<file path="config.mk">
export PLATFORM = sky130hd
export DESIGN_NAME = stream_ingress_top
export DESIGN_NICKNAME = d
export VERILOG_FILES = /design/src/design/ingress_pkg.sv /design/src/design/beat_if.sv /design/src/design/beat_packer.sv /design/src/design/entry_fifo.sv /design/src/design/ingress_admission.sv /design/src/design/stream_ingress_top.sv
export SDC_FILE = /design/constraint.sdc
export NUM_CORES = 1
export LEC_CHECK = 0
export BUFFER_PORTS_ARGS = -buffer_cell sky130_fd_sc_hd__buf_2
export CAP_MARGIN = 20
export CORE_UTILIZATION = 30
export DETAILED_ROUTE_END_ITERATION = 12
export MAX_ROUTING_LAYER = met4
export PLACE_DENSITY = 0.56
export SYNTH_ARGS = -nofsm -noshare
export SYNTH_HDL_FRONTEND = slang
export SYNTH_SLANG_ARGS = --single-unit
</file>
<file path="constraint.sdc">
create_clock -name clk -period 4.2 [get_ports clk]
set_input_delay 0.63 -clock clk [delete_from_list [all_inputs] [get_ports clk]]
set_output_delay 0.63 -clock clk [all_outputs]
set_load 0.02 [all_outputs]
</file>
<file path="src/design/ingress_pkg.sv">
////////////////////////////////////////////////////////////////////////////
// widths shared by the ingress path, entry fields packed above the 24 data bits
////////////////////////////////////////////////////////////////////////////

package ingress_pkg;

    // input stream, one 32-bit beat with per-byte keep
    localparam int stream_bytes = 4;
    localparam int stream_width = 8 * stream_bytes;

    // memory entry data, oldest byte in the low lane
    localparam int entry_bytes      = 3;
    localparam int entry_data_width = 8 * entry_bytes;

    // tag fields above the data
    localparam int keep_count_width = 3;
    localparam int phase_width      = 2;
    localparam int entry_width      = entry_data_width + keep_count_width + phase_width + 1;

    // named bit offsets into an entry
    localparam int count_lsb = entry_data_width;
    localparam int phase_lsb = count_lsb + keep_count_width;
    localparam int last_pos  = phase_lsb + phase_width;

    // tuser length in beats, transferred-beat counter, beat credit
    localparam int length_width = 12;
    localparam int count_width  = 32;
    localparam int credit_width = 16;

endpackage

</file>
<file path="src/design/beat_if.sv">
////////////////////////////////////////////////////////////////////////////
// admitted beats toward the packer, hold back toward admission
////////////////////////////////////////////////////////////////////////////

`timescale 1ns/1ps

interface beat_if;

    // one-cycle strobe per admitted beat
    logic                                      write;
    logic [ingress_pkg::stream_width-1:0]      data;
    // valid bytes of the beat, 1 to 4
    logic [ingress_pkg::keep_count_width-1:0]  keep_count;
    logic                                      last;

    // packer busy flushing, no beat may transfer
    logic                                      hold;

    modport source (output write, data, keep_count, last, input hold);

    modport sink (input write, data, keep_count, last, output hold);

endinterface

</file>
<file path="src/design/beat_packer.sv">
////////////////////////////////////////////////////////////////////////////
// packets start at phase 0, one flush cycle follows phase 2 writes and last beats
////////////////////////////////////////////////////////////////////////////

`timescale 1ns/1ps

module beat_packer (
    input  logic                                clk,
    input  logic                                reset,
    beat_if.sink                                beats,
    output logic                                push,
    output logic [ingress_pkg::entry_width-1:0] push_entry
);

    logic [ingress_pkg::phase_width-1:0]      phase;
    logic                                     last_pending;
    logic                                     flush;
    // previous beat, its upper bytes are still owed to memory
    logic [ingress_pkg::stream_width-1:0]     pend;
    logic [ingress_pkg::keep_count_width-1:0] pend_count;
    logic [ingress_pkg::stream_width-1:0]     in_data;
    logic [ingress_pkg::entry_data_width-1:0] entry_data;
    logic [ingress_pkg::entry_width-1:0]      next_entry;

    // phase 3 always flushes, any other phase flushes after a last beat
    assign flush      = (phase == 2'd3) || last_pending;
    assign beats.hold = flush;

    // no input during flush, upper lanes filled with zero
    assign in_data = flush ? '0 : beats.data;

    ////////////////////////////////////////////////////////////////////////////
    // entry assembly
    ////////////////////////////////////////////////////////////////////////////

    always_comb
    begin
        case (phase)
            // bytes 0..2 of the new beat
            2'd0:    entry_data = in_data[23:0];
            // pending byte 3 then new bytes 0,1
            2'd1:    entry_data = {in_data[15:0], pend[31:24]};
            // pending bytes 2,3 then new byte 0
            2'd2:    entry_data = {in_data[7:0], pend[31:16]};
            // pending bytes 1..3
            default: entry_data = pend[31:8];
        endcase
    end

    always_comb
    begin
        next_entry = '0;
        next_entry[ingress_pkg::entry_data_width-1:0] = entry_data;
        next_entry[ingress_pkg::phase_lsb +: ingress_pkg::phase_width] = phase;
        // tag only on the final entry of a packet
        if (flush && last_pending)
        begin
            next_entry[ingress_pkg::count_lsb +: ingress_pkg::keep_count_width] = pend_count;
            next_entry[ingress_pkg::last_pos] = 1'b1;
        end
    end

    ////////////////////////////////////////////////////////////////////////////
    // phase and push registers
    ////////////////////////////////////////////////////////////////////////////

    always_ff @(posedge clk)
    begin
        if (reset)
        begin
            phase        <= '0;
            last_pending <= 1'b0;
            push         <= 1'b0;
        end
        else
        begin
            push <= beats.write || flush;
            if (flush)
            begin
                // back to phase 0 for the next packet or next group
                phase        <= '0;
                last_pending <= 1'b0;
            end
            else if (beats.write)
            begin
                phase        <= phase + 2'd1;
                last_pending <= beats.last;
            end
        end
    end

    // payload side
    always_ff @(posedge clk)
    begin
        if (beats.write)
        begin
            pend       <= beats.data;
            pend_count <= beats.keep_count;
        end
        push_entry <= next_entry;
    end

endmodule

</file>
<file path="src/design/entry_fifo.sv">
////////////////////////////////////////////////////////////////////////////
// show-ahead, no overflow guard, margin must cover entries in flight
////////////////////////////////////////////////////////////////////////////

`timescale 1ns/1ps

module entry_fifo #(
    parameter int fifo_depth         = 16,
    parameter int almost_full_margin = 3
) (
    input  logic                                clk,
    input  logic                                reset,
    input  logic                                push,
    input  logic [ingress_pkg::entry_width-1:0] push_entry,
    input  logic                                rd,
    output logic [ingress_pkg::entry_width-1:0] entry,
    output logic                                empty,
    output logic                                almost_full
);

    localparam int ptr_w = $clog2(fifo_depth);
    localparam int cnt_w = $clog2(fifo_depth + 1);
    localparam logic [ptr_w-1:0] last_slot = ptr_w'(fifo_depth - 1);
    localparam logic [ptr_w-1:0] ptr_one   = 1;
    localparam logic [cnt_w-1:0] depth_c   = cnt_w'(fifo_depth);
    localparam logic [cnt_w-1:0] margin_c  = cnt_w'(almost_full_margin);
    localparam logic [cnt_w-1:0] cnt_one   = 1;

    logic [ingress_pkg::entry_width-1:0] mem [fifo_depth];
    logic [ptr_w-1:0]                    wr_ptr;
    logic [ptr_w-1:0]                    rd_ptr;
    logic [cnt_w-1:0]                    count;
    logic [cnt_w-1:0]                    free_slots;
    logic                                pop;

    // head visible without a read
    assign entry       = mem[rd_ptr];
    assign empty       = (count == '0);
    assign pop         = rd && !empty;
    assign free_slots  = depth_c - count;
    assign almost_full = (free_slots <= margin_c);

    // storage
    always_ff @(posedge clk)
    begin
        if (push)
            mem[wr_ptr] <= push_entry;
    end

    ////////////////////////////////////////////////////////////////////////////
    // pointers and occupancy
    ////////////////////////////////////////////////////////////////////////////

    always_ff @(posedge clk)
    begin
        if (reset)
        begin
            wr_ptr <= '0;
            rd_ptr <= '0;
            count  <= '0;
        end
        else
        begin
            // wrap handles depths that are not a power of two
            if (push)
                wr_ptr <= (wr_ptr == last_slot) ? '0 : wr_ptr + ptr_one;
            if (pop)
                rd_ptr <= (rd_ptr == last_slot) ? '0 : rd_ptr + ptr_one;
            case ({push, pop})
                2'b10:   count <= count + cnt_one;
                2'b01:   count <= count - cnt_one;
                default: count <= count;
            endcase
        end
    end

endmodule

</file>
<file path="src/design/ingress_admission.sv">
////////////////////////////////////////////////////////////////////////////
// admit decision taken on the first beat only, keep assumed contiguous from byte 0
////////////////////////////////////////////////////////////////////////////

`timescale 1ns/1ps

module ingress_admission #(
    parameter int queue_beats = 64
) (
    input  logic                                 clk,
    input  logic                                 reset,
    input  logic                                 tvalid,
    input  logic [ingress_pkg::stream_width-1:0] tdata,
    input  logic [ingress_pkg::stream_bytes-1:0] tkeep,
    input  logic                                 tlast,
    input  logic [ingress_pkg::length_width-1:0] tuser,
    input  logic                                 cal_done,
    input  logic                                 almost_full,
    input  logic                                 release_beat,
    output logic                                 tready,
    output logic [ingress_pkg::count_width-1:0]  beat_count,
    beat_if.source                               beats
);

    localparam int len_pad = ingress_pkg::credit_width - ingress_pkg::length_width;
    localparam logic [ingress_pkg::credit_width-1:0] credit_init =
        queue_beats[ingress_pkg::credit_width-1:0];
    localparam logic [ingress_pkg::credit_width-1:0] credit_one = 1;
    localparam logic [ingress_pkg::count_width-1:0]  count_one  = 1;

    logic                                 packet_start;
    logic                                 allow_packet;
    logic                                 xfer;
    logic                                 admit;
    logic [ingress_pkg::credit_width-1:0] credit;
    logic [ingress_pkg::credit_width-1:0] length_ext;

    // intake open only when calibrated, FIFO has room, packer not flushing
    assign tready = cal_done && !almost_full && !beats.hold;
    assign xfer   = tvalid && tready;

    // strict compare leaves one beat of slack
    assign length_ext = {{len_pad{1'b0}}, tuser};
    assign admit      = packet_start ? (credit > length_ext) : allow_packet;

    // beat goes to the packer in the same cycle
    assign beats.write = xfer && admit;
    assign beats.data  = tdata;
    assign beats.last  = tlast;

    // byte count from contiguous keep
    always_comb
    begin
        case (tkeep)
            4'b1111: beats.keep_count = 3'd4;
            4'b0111: beats.keep_count = 3'd3;
            4'b0011: beats.keep_count = 3'd2;
            default: beats.keep_count = 3'd1;
        endcase
    end

    ////////////////////////////////////////////////////////////////////////////
    // packet tracking
    ////////////////////////////////////////////////////////////////////////////

    always_ff @(posedge clk)
    begin
        if (reset)
        begin
            packet_start <= 1'b1;
            allow_packet <= 1'b0;
        end
        else if (xfer)
        begin
            // next beat starts a packet after a last
            packet_start <= tlast;
            if (packet_start)
                allow_packet <= admit;
        end
    end

    // credit, write and release in one cycle cancel
    always_ff @(posedge clk)
    begin
        if (reset)
            credit <= credit_init;
        else
        begin
            case ({beats.write, release_beat})
                2'b10:   credit <= credit - credit_one;
                2'b01:   credit <= credit + credit_one;
                default: credit <= credit;
            endcase
        end
    end

    // every transferred beat counts, dropped ones too
    always_ff @(posedge clk)
    begin
        if (reset)
            beat_count <= '0;
        else if (xfer)
            beat_count <= beat_count + count_one;
    end

endmodule

</file>
<file path="src/design/stream_ingress_top.sv">
////////////////////////////////////////////////////////////////////////////
// single clock, cal_done must stay low until reset is released
////////////////////////////////////////////////////////////////////////////

`timescale 1ns/1ps

module stream_ingress_top #(
    parameter int queue_beats        = 64,
    parameter int fifo_depth         = 16,
    parameter int almost_full_margin = 3
) (
    input  logic                                 clk,
    input  logic                                 reset,
    // byte stream in
    input  logic                                 tvalid,
    output logic                                 tready,
    input  logic [ingress_pkg::stream_width-1:0] tdata,
    input  logic [ingress_pkg::stream_bytes-1:0] tkeep,
    input  logic                                 tlast,
    input  logic [ingress_pkg::length_width-1:0] tuser,
    input  logic                                 cal_done,
    // reader side
    input  logic                                 rd,
    input  logic                                 release_beat,
    output logic [ingress_pkg::entry_width-1:0]  entry,
    output logic                                 empty,
    output logic [ingress_pkg::count_width-1:0]  beat_count
);

    logic                                push;
    logic [ingress_pkg::entry_width-1:0] push_entry;
    logic                                almost_full;

    // admission to packer
    beat_if beats ();

    ingress_admission #(
        .queue_beats (queue_beats)
    ) u_admission (
        .clk          (clk),
        .reset        (reset),
        .tvalid       (tvalid),
        .tdata        (tdata),
        .tkeep        (tkeep),
        .tlast        (tlast),
        .tuser        (tuser),
        .cal_done     (cal_done),
        .almost_full  (almost_full),
        .release_beat (release_beat),
        .tready       (tready),
        .beat_count   (beat_count),
        .beats        (beats.source)
    );

    beat_packer u_packer (
        .clk        (clk),
        .reset      (reset),
        .beats      (beats.sink),
        .push       (push),
        .push_entry (push_entry)
    );

    // almost_full loops back to throttle tready
    entry_fifo #(
        .fifo_depth         (fifo_depth),
        .almost_full_margin (almost_full_margin)
    ) u_fifo (
        .clk         (clk),
        .reset       (reset),
        .push        (push),
        .push_entry  (push_entry),
        .rd          (rd),
        .entry       (entry),
        .empty       (empty),
        .almost_full (almost_full)
    );

endmodule

</file>
# Yosys cells after proc, flatten, opt, wreduce, memory -nomap -nowiden
# Memory sizes are Yosys's and may differ from the RTL's. A register that Yosys moved wholly into a read port is not among the register bits.
# Index checks and enable logic that the tools add are counted.
dict set report word_totals {
  memories 1
  ff_bits 132
  elab_cells 68
  ramBits 480
  input_bits 55
}
# name words word_bits rd rd_clocked_by_memory_dff wr line
set memory_table {}
lappend memory_table {u_fifo.mem 16 30 1 1 1 entry_fifo.sv:29} ;# logic [ingress_pkg::entry_width-1:0] mem [fifo_depth];
dict set report op_classes {
  muxes 13
  magnitude_cmp 2
  addsub 9
  reduce_logical 17
  eq_ne 12
}
# cell count
set op_table {}
lappend op_table {{24-bit one-hot mux with 3 select lines} 1}
lappend op_table {{32-bit by 1-bit adder with 32-bit output, second input constant} 1}
lappend op_table {{16-bit one-hot mux with 2 select lines} 1}
lappend op_table {{24-bit 2-to-1 mux} 1}
lappend op_table {{16-bit by 1-bit adder with 16-bit output, second input constant} 1}
lappend op_table {{16-bit by 12-bit greater-than comparator with 1-bit output} 1}
lappend op_table {{4-bit 2-to-1 mux} 4}
lappend op_table {{16-bit by 1-bit subtractor with 16-bit output, second input constant} 1}
lappend op_table {{4-bit == test, second input constant} 3}
lappend op_table {{5-bit one-hot mux with 2 select lines} 1}
lappend op_table {{3-bit one-hot mux with 3 select lines} 1}
lappend op_table {{4-bit by 1-bit adder with 4-bit output, second input constant} 2}
lappend op_table {{2-bit == test, second input constant} 4}
lappend op_table {{2-bit by 1-bit == test with 1-bit output, second input constant} 3}
lappend op_table {{1-bit logical AND} 6}
lappend op_table {{5-bit by 1-bit adder with 5-bit output, second input constant} 1}
lappend op_table {{5-bit by 2-bit less-or-equal comparator with 1-bit output, second input constant} 1}
lappend op_table {{5-bit logical NOT} 1}
lappend op_table {{5-bit by 1-bit subtractor with 5-bit output, second input constant} 1}
lappend op_table {{5-bit subtractor, first input constant} 1}
lappend op_table {{4-bit by 2-bit == test with 1-bit output, second input constant} 1}
lappend op_table {{4-bit by 3-bit == test with 1-bit output, second input constant} 1}
lappend op_table {{1-bit 2-to-1 mux} 4}
lappend op_table {{2-bit nonzero test} 2}
lappend op_table {{6 further kinds} 9}

# Longest topological paths before layout
dict set report logic_depth {
  ltp_word 9
  ltp_mapped 18
  ltp_nobuf 18
}

# Hierarchy
# Synthesis repeated with hierarchy kept, for this count alone.
dict set report unflattened {
  cells_unflattened 1467
  area_unflattened_um2 24738.7
}
# module area_per_inst_um2 seq_area_each_um2 cells_per_inst n_inst
set by_module_without_submodules {}
lappend by_module_without_submodules {entry_fifo 18960.7 14754.2 860 1}
lappend by_module_without_submodules {ingress_admission 3405.8 1001.0 416 1}
lappend by_module_without_submodules {beat_packer 2372.3 1491.4 191 1}

# Worst setup path before layout
# OpenSTA, ideal clock, no wires.
dict set report synth_timing {
  path_type {register to register}
  start {reg u_fifo.count[0]}
  end {reg u_admission.credit[15] (netlist bit)}
  period_less_slack_ns 4.255
  required_time_ns 4.079
  t_arrival_ns 4.135
  setup_time_ns 0.121
  path_stages_with_launch 19
  path_slack_ns -0.055
  path_cell_list {dfxtp_1 -> inv_1 -> ha_1 -> nor3b_1 -> ha_1 -> nand2_1 -> o31a_1 -> nand2_1 -> a211o_1 -> ha_1 -> inv_1 -> ha_1 -> a211oi_1 -> o211ai_1 -> a41oi_2 -> o21ai_1 -> nand3_1 -> or3b_1 -> mux2_2}
}
dict set report synth_via {
  elab_chain_cells 9
  elab_cells_between_ends 11
  classes_between {add/sub: 1; order compare: 1; eq/ne: 2; mux: 1; reduce/logical: 6}
}
# element line
set synth_rtl {}
lappend synth_rtl {{start: declaration} entry_fifo.sv:32} ;# logic [cnt_w-1:0] count;
lappend synth_rtl {{start signal: assignment} entry_fifo.sv:70} ;# 2'b10: count <= count + cnt_one;
lappend synth_rtl {{start signal: assignment} entry_fifo.sv:71} ;# 2'b01: count <= count - cnt_one;
lappend synth_rtl {{start signal: assignment} entry_fifo.sv:72} ;# default: count <= count;
lappend synth_rtl {{5-bit subtractor (*)} entry_fifo.sv:40} ;# assign free_slots = depth_c - count;
lappend synth_rtl {{5-bit by 2-bit less-or-equal comparator with 1-bit output (*)} entry_fifo.sv:41} ;# assign almost_full = (free_slots <= margin_c);
lappend synth_rtl {{1-bit logical NOT (*)} ingress_admission.sv:39} ;# assign tready = cal_done && !almost_full && !beats.hold;
lappend synth_rtl {{1-bit logical AND (*) (2 in a row)} ingress_admission.sv:39}
lappend synth_rtl {{named net tready} stream_ingress_top.sv:16} ;# output logic tready,
lappend synth_rtl {{1-bit logical AND (*)} ingress_admission.sv:40} ;# assign xfer = tvalid && tready;
lappend synth_rtl {{1-bit logical AND (*)} ingress_admission.sv:47} ;# assign beats.write = xfer && admit;
lappend synth_rtl {{2-bit by 1-bit == test with 1-bit output or 2-bit == test (tied branches)} ingress_admission.sv:89} ;# case ({beats.write, release_beat})
lappend synth_rtl {{16-bit one-hot mux with 2 select lines or 2-bit nonzero test (tied branches)} -}
lappend synth_rtl {{end signal: assignment} ingress_admission.sv:90} ;# 2'b10: credit <= credit - credit_one;
lappend synth_rtl {{end signal: assignment} ingress_admission.sv:91} ;# 2'b01: credit <= credit + credit_one;
lappend synth_rtl {{end signal: assignment} ingress_admission.sv:92} ;# default: credit <= credit;
lappend synth_rtl {{end: declaration} ingress_admission.sv:35} ;# logic [ingress_pkg::credit_width-1:0] credit;
# Mark *: on every way through the listed nets, which the timed path passes. The rest lies on a longest branch.
# A chain may end at the register's enable or synchronous reset.

# Final worst setup path
dict set report layout_timing {
  start {reg u_admission.credit[9] (netlist bit)}
  end {reg u_admission.credit[15] (netlist bit)}
}
dict set report layout_via {
  elab_chain_cells 5
  elab_cells_between_ends 9
  classes_between {add/sub: 2; order compare: 1; eq/ne: 2; mux: 2; reduce/logical: 2}
}
# element line
set layout_rtl {}
lappend layout_rtl {{start signal: assignment} ingress_admission.sv:86} ;# credit <= credit_init;
lappend layout_rtl {{start signal: assignment} ingress_admission.sv:90}
lappend layout_rtl {{start signal: assignment} ingress_admission.sv:91}
lappend layout_rtl {{16-bit by 12-bit greater-than comparator with 1-bit output} ingress_admission.sv:44} ;# assign admit = packet_start ? (credit > length_ext) : allow_packet;
lappend layout_rtl {{1-bit 2-to-1 mux} ingress_admission.sv:44}
lappend layout_rtl {{1-bit logical AND} ingress_admission.sv:47}
lappend layout_rtl {{2-bit by 1-bit == test with 1-bit output or 2-bit == test (tied branches)} ingress_admission.sv:89}
lappend layout_rtl {{16-bit one-hot mux with 2 select lines or 2-bit nonzero test (tied branches)} -}
# Parallel ways exist; a longest one is shown, timed or not.

==> out/results.md <==
* **largest net degree at the start of global routing** 57
* **P_leak** 9.727 nW
* **Layout Cells excl Fill** 2,665
* **DRC violation total after the first TritonRoute iteration** 1,340
* **PwrDens** 590.9 nW/um^2
* **clock latency reported for the late side of the worst-skew pair** 600 ps
* **number of routed nets with antenna violations** 0
* **area delta synth->final** 18.77%
* **antenna violations before repair** 16
* **Final Hold Fails** 0
* **fraction of final layout cells sized beyond drive strength 1** 30.39%
* **number of warning messages in the yosys log** 0
* **Finish-stage setup viols** 0
* **Die Footprint** 82,110 um^2
* **largest area contributor in the netlist** sky130_fd_sc_hd__edfxtp_1
* **number of synthesized register bits** 608
* **clock sink total** 608
* **Final Max Tran Viols** 0
* **Post-Syn Instances** 1,343
* **post-detailed-route DRC marker count** 0
* **Post-synth ARST share** 0%
* **setup skew after layout** 19.44 ps
* **fraction of power consumed by the clock network** 33.0%
* **total nets after synthesis** 1,444
* **Power Total** 17.05 mW
* **vias after detailed routing** 12,940
* **Hold Worst Slack** 206.3 ps
* **Core ar.** 79,520 um^2
* **number of flops mapped to enable cells by yosys** 507
* **root buffer cell** sky130_fd_sc_hd__clkbuf_16
* **portion of the clock cycle consumed by the worst path in the final layout** 96.27%
* **die width** 286.5 um
* **Initial Utilization** 30.55%
* **most used standard cells in the synthesized netlist** sky130_fd_sc_hd__edfxtp_1 (507), sky130_fd_sc_hd__mux4_2 (150), sky130_fd_sc_hd__dfxtp_1 (101)
* **CTS clk-pin slew, worst paths** 50 ps
* **logic gate share of total power** 20.1%
* **kind of capture point of the worst setup path** flop
* **# port buffers** 118
* **global-route wire length before repair** 87,180 um
* **WS Path Type** flop to flop
* **Post-Synthesis Cell Area** 24,290 um^2
* **area share of the largest cell type after synthesis** 62.68%
* **category of the worst setup path launch point** flop
* **required time of the worst setup path** 4680 ps
* **most area-consuming cells after synthesis** sky130_fd_sc_hd__edfxtp_1 (63%), sky130_fd_sc_hd__mux4_2 (14%), sky130_fd_sc_hd__dfxtp_1 (8.3%), sky130_fd_sc_hd__ha_1 (2.3%), sky130_fd_sc_hd__a21oi_1 (1.2%)
* **maximum frequency from static timing analysis** 247.3 MHz
* **cell-internal power** 12.27 mW
* **number of buffers created by CTS** 69
* **die height** 286.5 um
* **number of global-route vias before repair** 13,510
* **total global routing overflow** 0
* **floorplan row count** 103
* **CTS tree** built
* **final design area excluding fillers** 28,850 um^2
* **Routability Congestion** 0.7798
* **cell with the most instances after synthesis** sky130_fd_sc_hd__edfxtp_1
* **summed negative setup slack over all endpoints** 0 ps
* **RSZ-0062 raised after global routing** yes
* **IR drop worst, VDD** 0.0004018 V
* **sum of net half-perimeters after detailed placement** 34,960 um
* **highest net fanout along the worst path** 8
* **number of library cell types mapped by synthesis** 58
* **hold-fix buffers at CTS** 0
* **switching power as a share of total power** 28.04%
* **Final min period** 4043 ps
* **overall fraction of global-route tracks in use** 14.87%
* **layout net count** 1,647
* **run status** complete, no violations
* **WP data arrival** 4520 ps
* **final wirelength** 59,050 um
* **total iterations of the first detailed-routing run** 6
* **Placed Instance Area** 26,550 um^2
* **largest buffer count on any clock path** 3
* **average via count per standard cell** 4.855
* **part of the power in registers** 46.8%
* **routed wire length per instance** 22.16 um
* **htree depth** 3
* **class of the tightest hold or removal check** input pin to flop
* **mean instance size in the synthesized netlist** 18.09 um^2
* **total of max-cap violations** 0
* **most instantiated flip-flop cell in the synthesis netlist** sky130_fd_sc_hd__edfxtp_1
* **Max-Slew Margin vs Limit** 28.53%
* **number of ports placed on the die boundary** 119
* **net switching power figure** 4.779 mW
* **portion of the post-synthesis area used by sequential elements** 71.00%
* **slew at the pin with the worst max-slew slack** 1072 ps
* **total placed cells including tap cells** 2,521
==> what timing repair did <==
| item | CTS | global route |
|---|---|---|
| pin swaps | 0 | 6 |
| setup endpoints to repair | 2 | 8 |
| gates resized for setup | 1 | 19 |
| buffers inserted | 1 | 2 |
==> power by group through the flow <==
stage	Combinational [mW]	Clock [mW]	Sequential, mW
detailed placement	3.36	0	8.10
floorplan	2.28	0	7.85
finish	3.43	5.63	7.98
CTS	3.40	5.76	7.97
global placement	3.32	0	8.04
global route	3.78	5.98	8.06
==> path summary, 6_finish.rpt <==
| path | from | endpoint | slack, ps | depth (start not counted) |
|---|---|---|---|---|
| max | u_admission.credit[9] | u_admission.credit[15] | 160 | 17 |
| min | tdata[31] | u_packer.pend[31] | 210 | 1 |
| max reg2reg | u_admission.credit[9] | u_admission.credit[15] | 160 | 17 |
| min reg2reg | u_packer.phase[1] | u_packer.push_entry[28] | 420 | 0 |
==> kinds of logic (layout without fill, tap and decap cells) <==
logic type      after synthesis  after routing  share of synthesized area, %
compound gates              146            146                         3.987
xor+xnor                     49             49                         1.767
fa+ha+maj                    46             46                         2.431
buf+inv                     114            370                         1.880
flops                       608            608                         71.00
mux                         161            161                         14.37
other cells                   0             16                             0
simple gates                219            219                         4.564
==> flip-flops by register name (all words and copies together), names as in the netlist, named ones only <==
name                      count
u_fifo.mem                  480
u_admission.beat_count       32
u_packer.push_entry          30
u_packer.pend                24
u_admission.credit           16
u_fifo.count                  5
u_fifo.rd_ptr                 4
u_fifo.wr_ptr                 4
u_packer.pend_count           3
u_packer.phase                2
u_admission.allow_packet      1
u_admission.packet_start      1
u_packer.last_pending         1
u_packer.push                 1
==> placed cells by master, fill, tap and decap left out, types with 5 or more instances in the layout <==
cell type,instances
sky130_fd_sc_hd__nand4_1,10
sky130_fd_sc_hd__nand2_1,44
sky130_fd_sc_hd__a222oi_1,9
sky130_fd_sc_hd__a21oi_1,57
sky130_fd_sc_hd__a221o_1,15
sky130_fd_sc_hd__buf_2,118
sky130_fd_sc_hd__clkinv_2,12
sky130_fd_sc_hd__inv_1,51
sky130_fd_sc_hd__clkinv_1,8
sky130_fd_sc_hd__clkbuf_1,23
sky130_fd_sc_hd__o21ai_0,22
sky130_fd_sc_hd__nand3_1,18
sky130_fd_sc_hd__xnor2_1,19
sky130_fd_sc_hd__nor3_1,11
sky130_fd_sc_hd__and3_1,7
sky130_fd_sc_hd__a21o_1,15
sky130_fd_sc_hd__edfxtp_1,507
sky130_fd_sc_hd__and2_2,16
sky130_fd_sc_hd__xor2_1,30
sky130_fd_sc_hd__clkbuf_16,69
sky130_fd_sc_hd__nor2_1,77
sky130_fd_sc_hd__mux2i_1,10
sky130_fd_sc_hd__dfxtp_1,96
sky130_fd_sc_hd__buf_4,68
sky130_fd_sc_hd__buf_12,5
sky130_fd_sc_hd__mux4_2,150
sky130_fd_sc_hd__diode_2,16
sky130_fd_sc_hd__ha_1,41
==> critical path: stages (launching register included) <==
cell and delay (ps):
sky130_fd_sc_hd__dfxtp_1 320, sky130_fd_sc_hd__ha_1 280, sky130_fd_sc_hd__a21o_1 150, sky130_fd_sc_hd__a21o_1 180, sky130_fd_sc_hd__a21oi_2 180, sky130_fd_sc_hd__nand3_1 100
sky130_fd_sc_hd__o22ai_2 200, sky130_fd_sc_hd__a211o_1 180, sky130_fd_sc_hd__ha_2 190, sky130_fd_sc_hd__clkinvlp_4 230, sky130_fd_sc_hd__buf_6 210, sky130_fd_sc_hd__ha_1 310
sky130_fd_sc_hd__a21o_1 200, sky130_fd_sc_hd__a2111oi_4 360, sky130_fd_sc_hd__o21ai_2 110, sky130_fd_sc_hd__nand3_1 100, sky130_fd_sc_hd__or3b_1 350, sky130_fd_sc_hd__mux2_2 270
==> metrics by stage <==
stage               util [%]  setup WS (ps)
detailed placement     33.39         -505.9
global route           36.27         -72.15
finish                 36.28          156.8
floorplan                  -        0.02620
CTS                    36.07          30.28
global placement       33.39         -380.0
==> layer usage <==
layer | GRT usage, % | wire (um)
met1 | 19.25 | 25090
met2 | 23.63 | 28660
met3 | 3.498 | 4320
met4 | 3.449 | 988
met5 | - | 0
==> cell type report <==
class                   count  area (um^2)
repair buffers            193         1224
well taps                1050         1314
clock inverters            30        276.5
flip-flops and latches    608        17260
multi-input cells         621         6694
inverters                  53        202.7
fillers                  7322        50670
clock buffers              94         1841
diodes                     16        40.04
(Power assumes the default switching activity.)
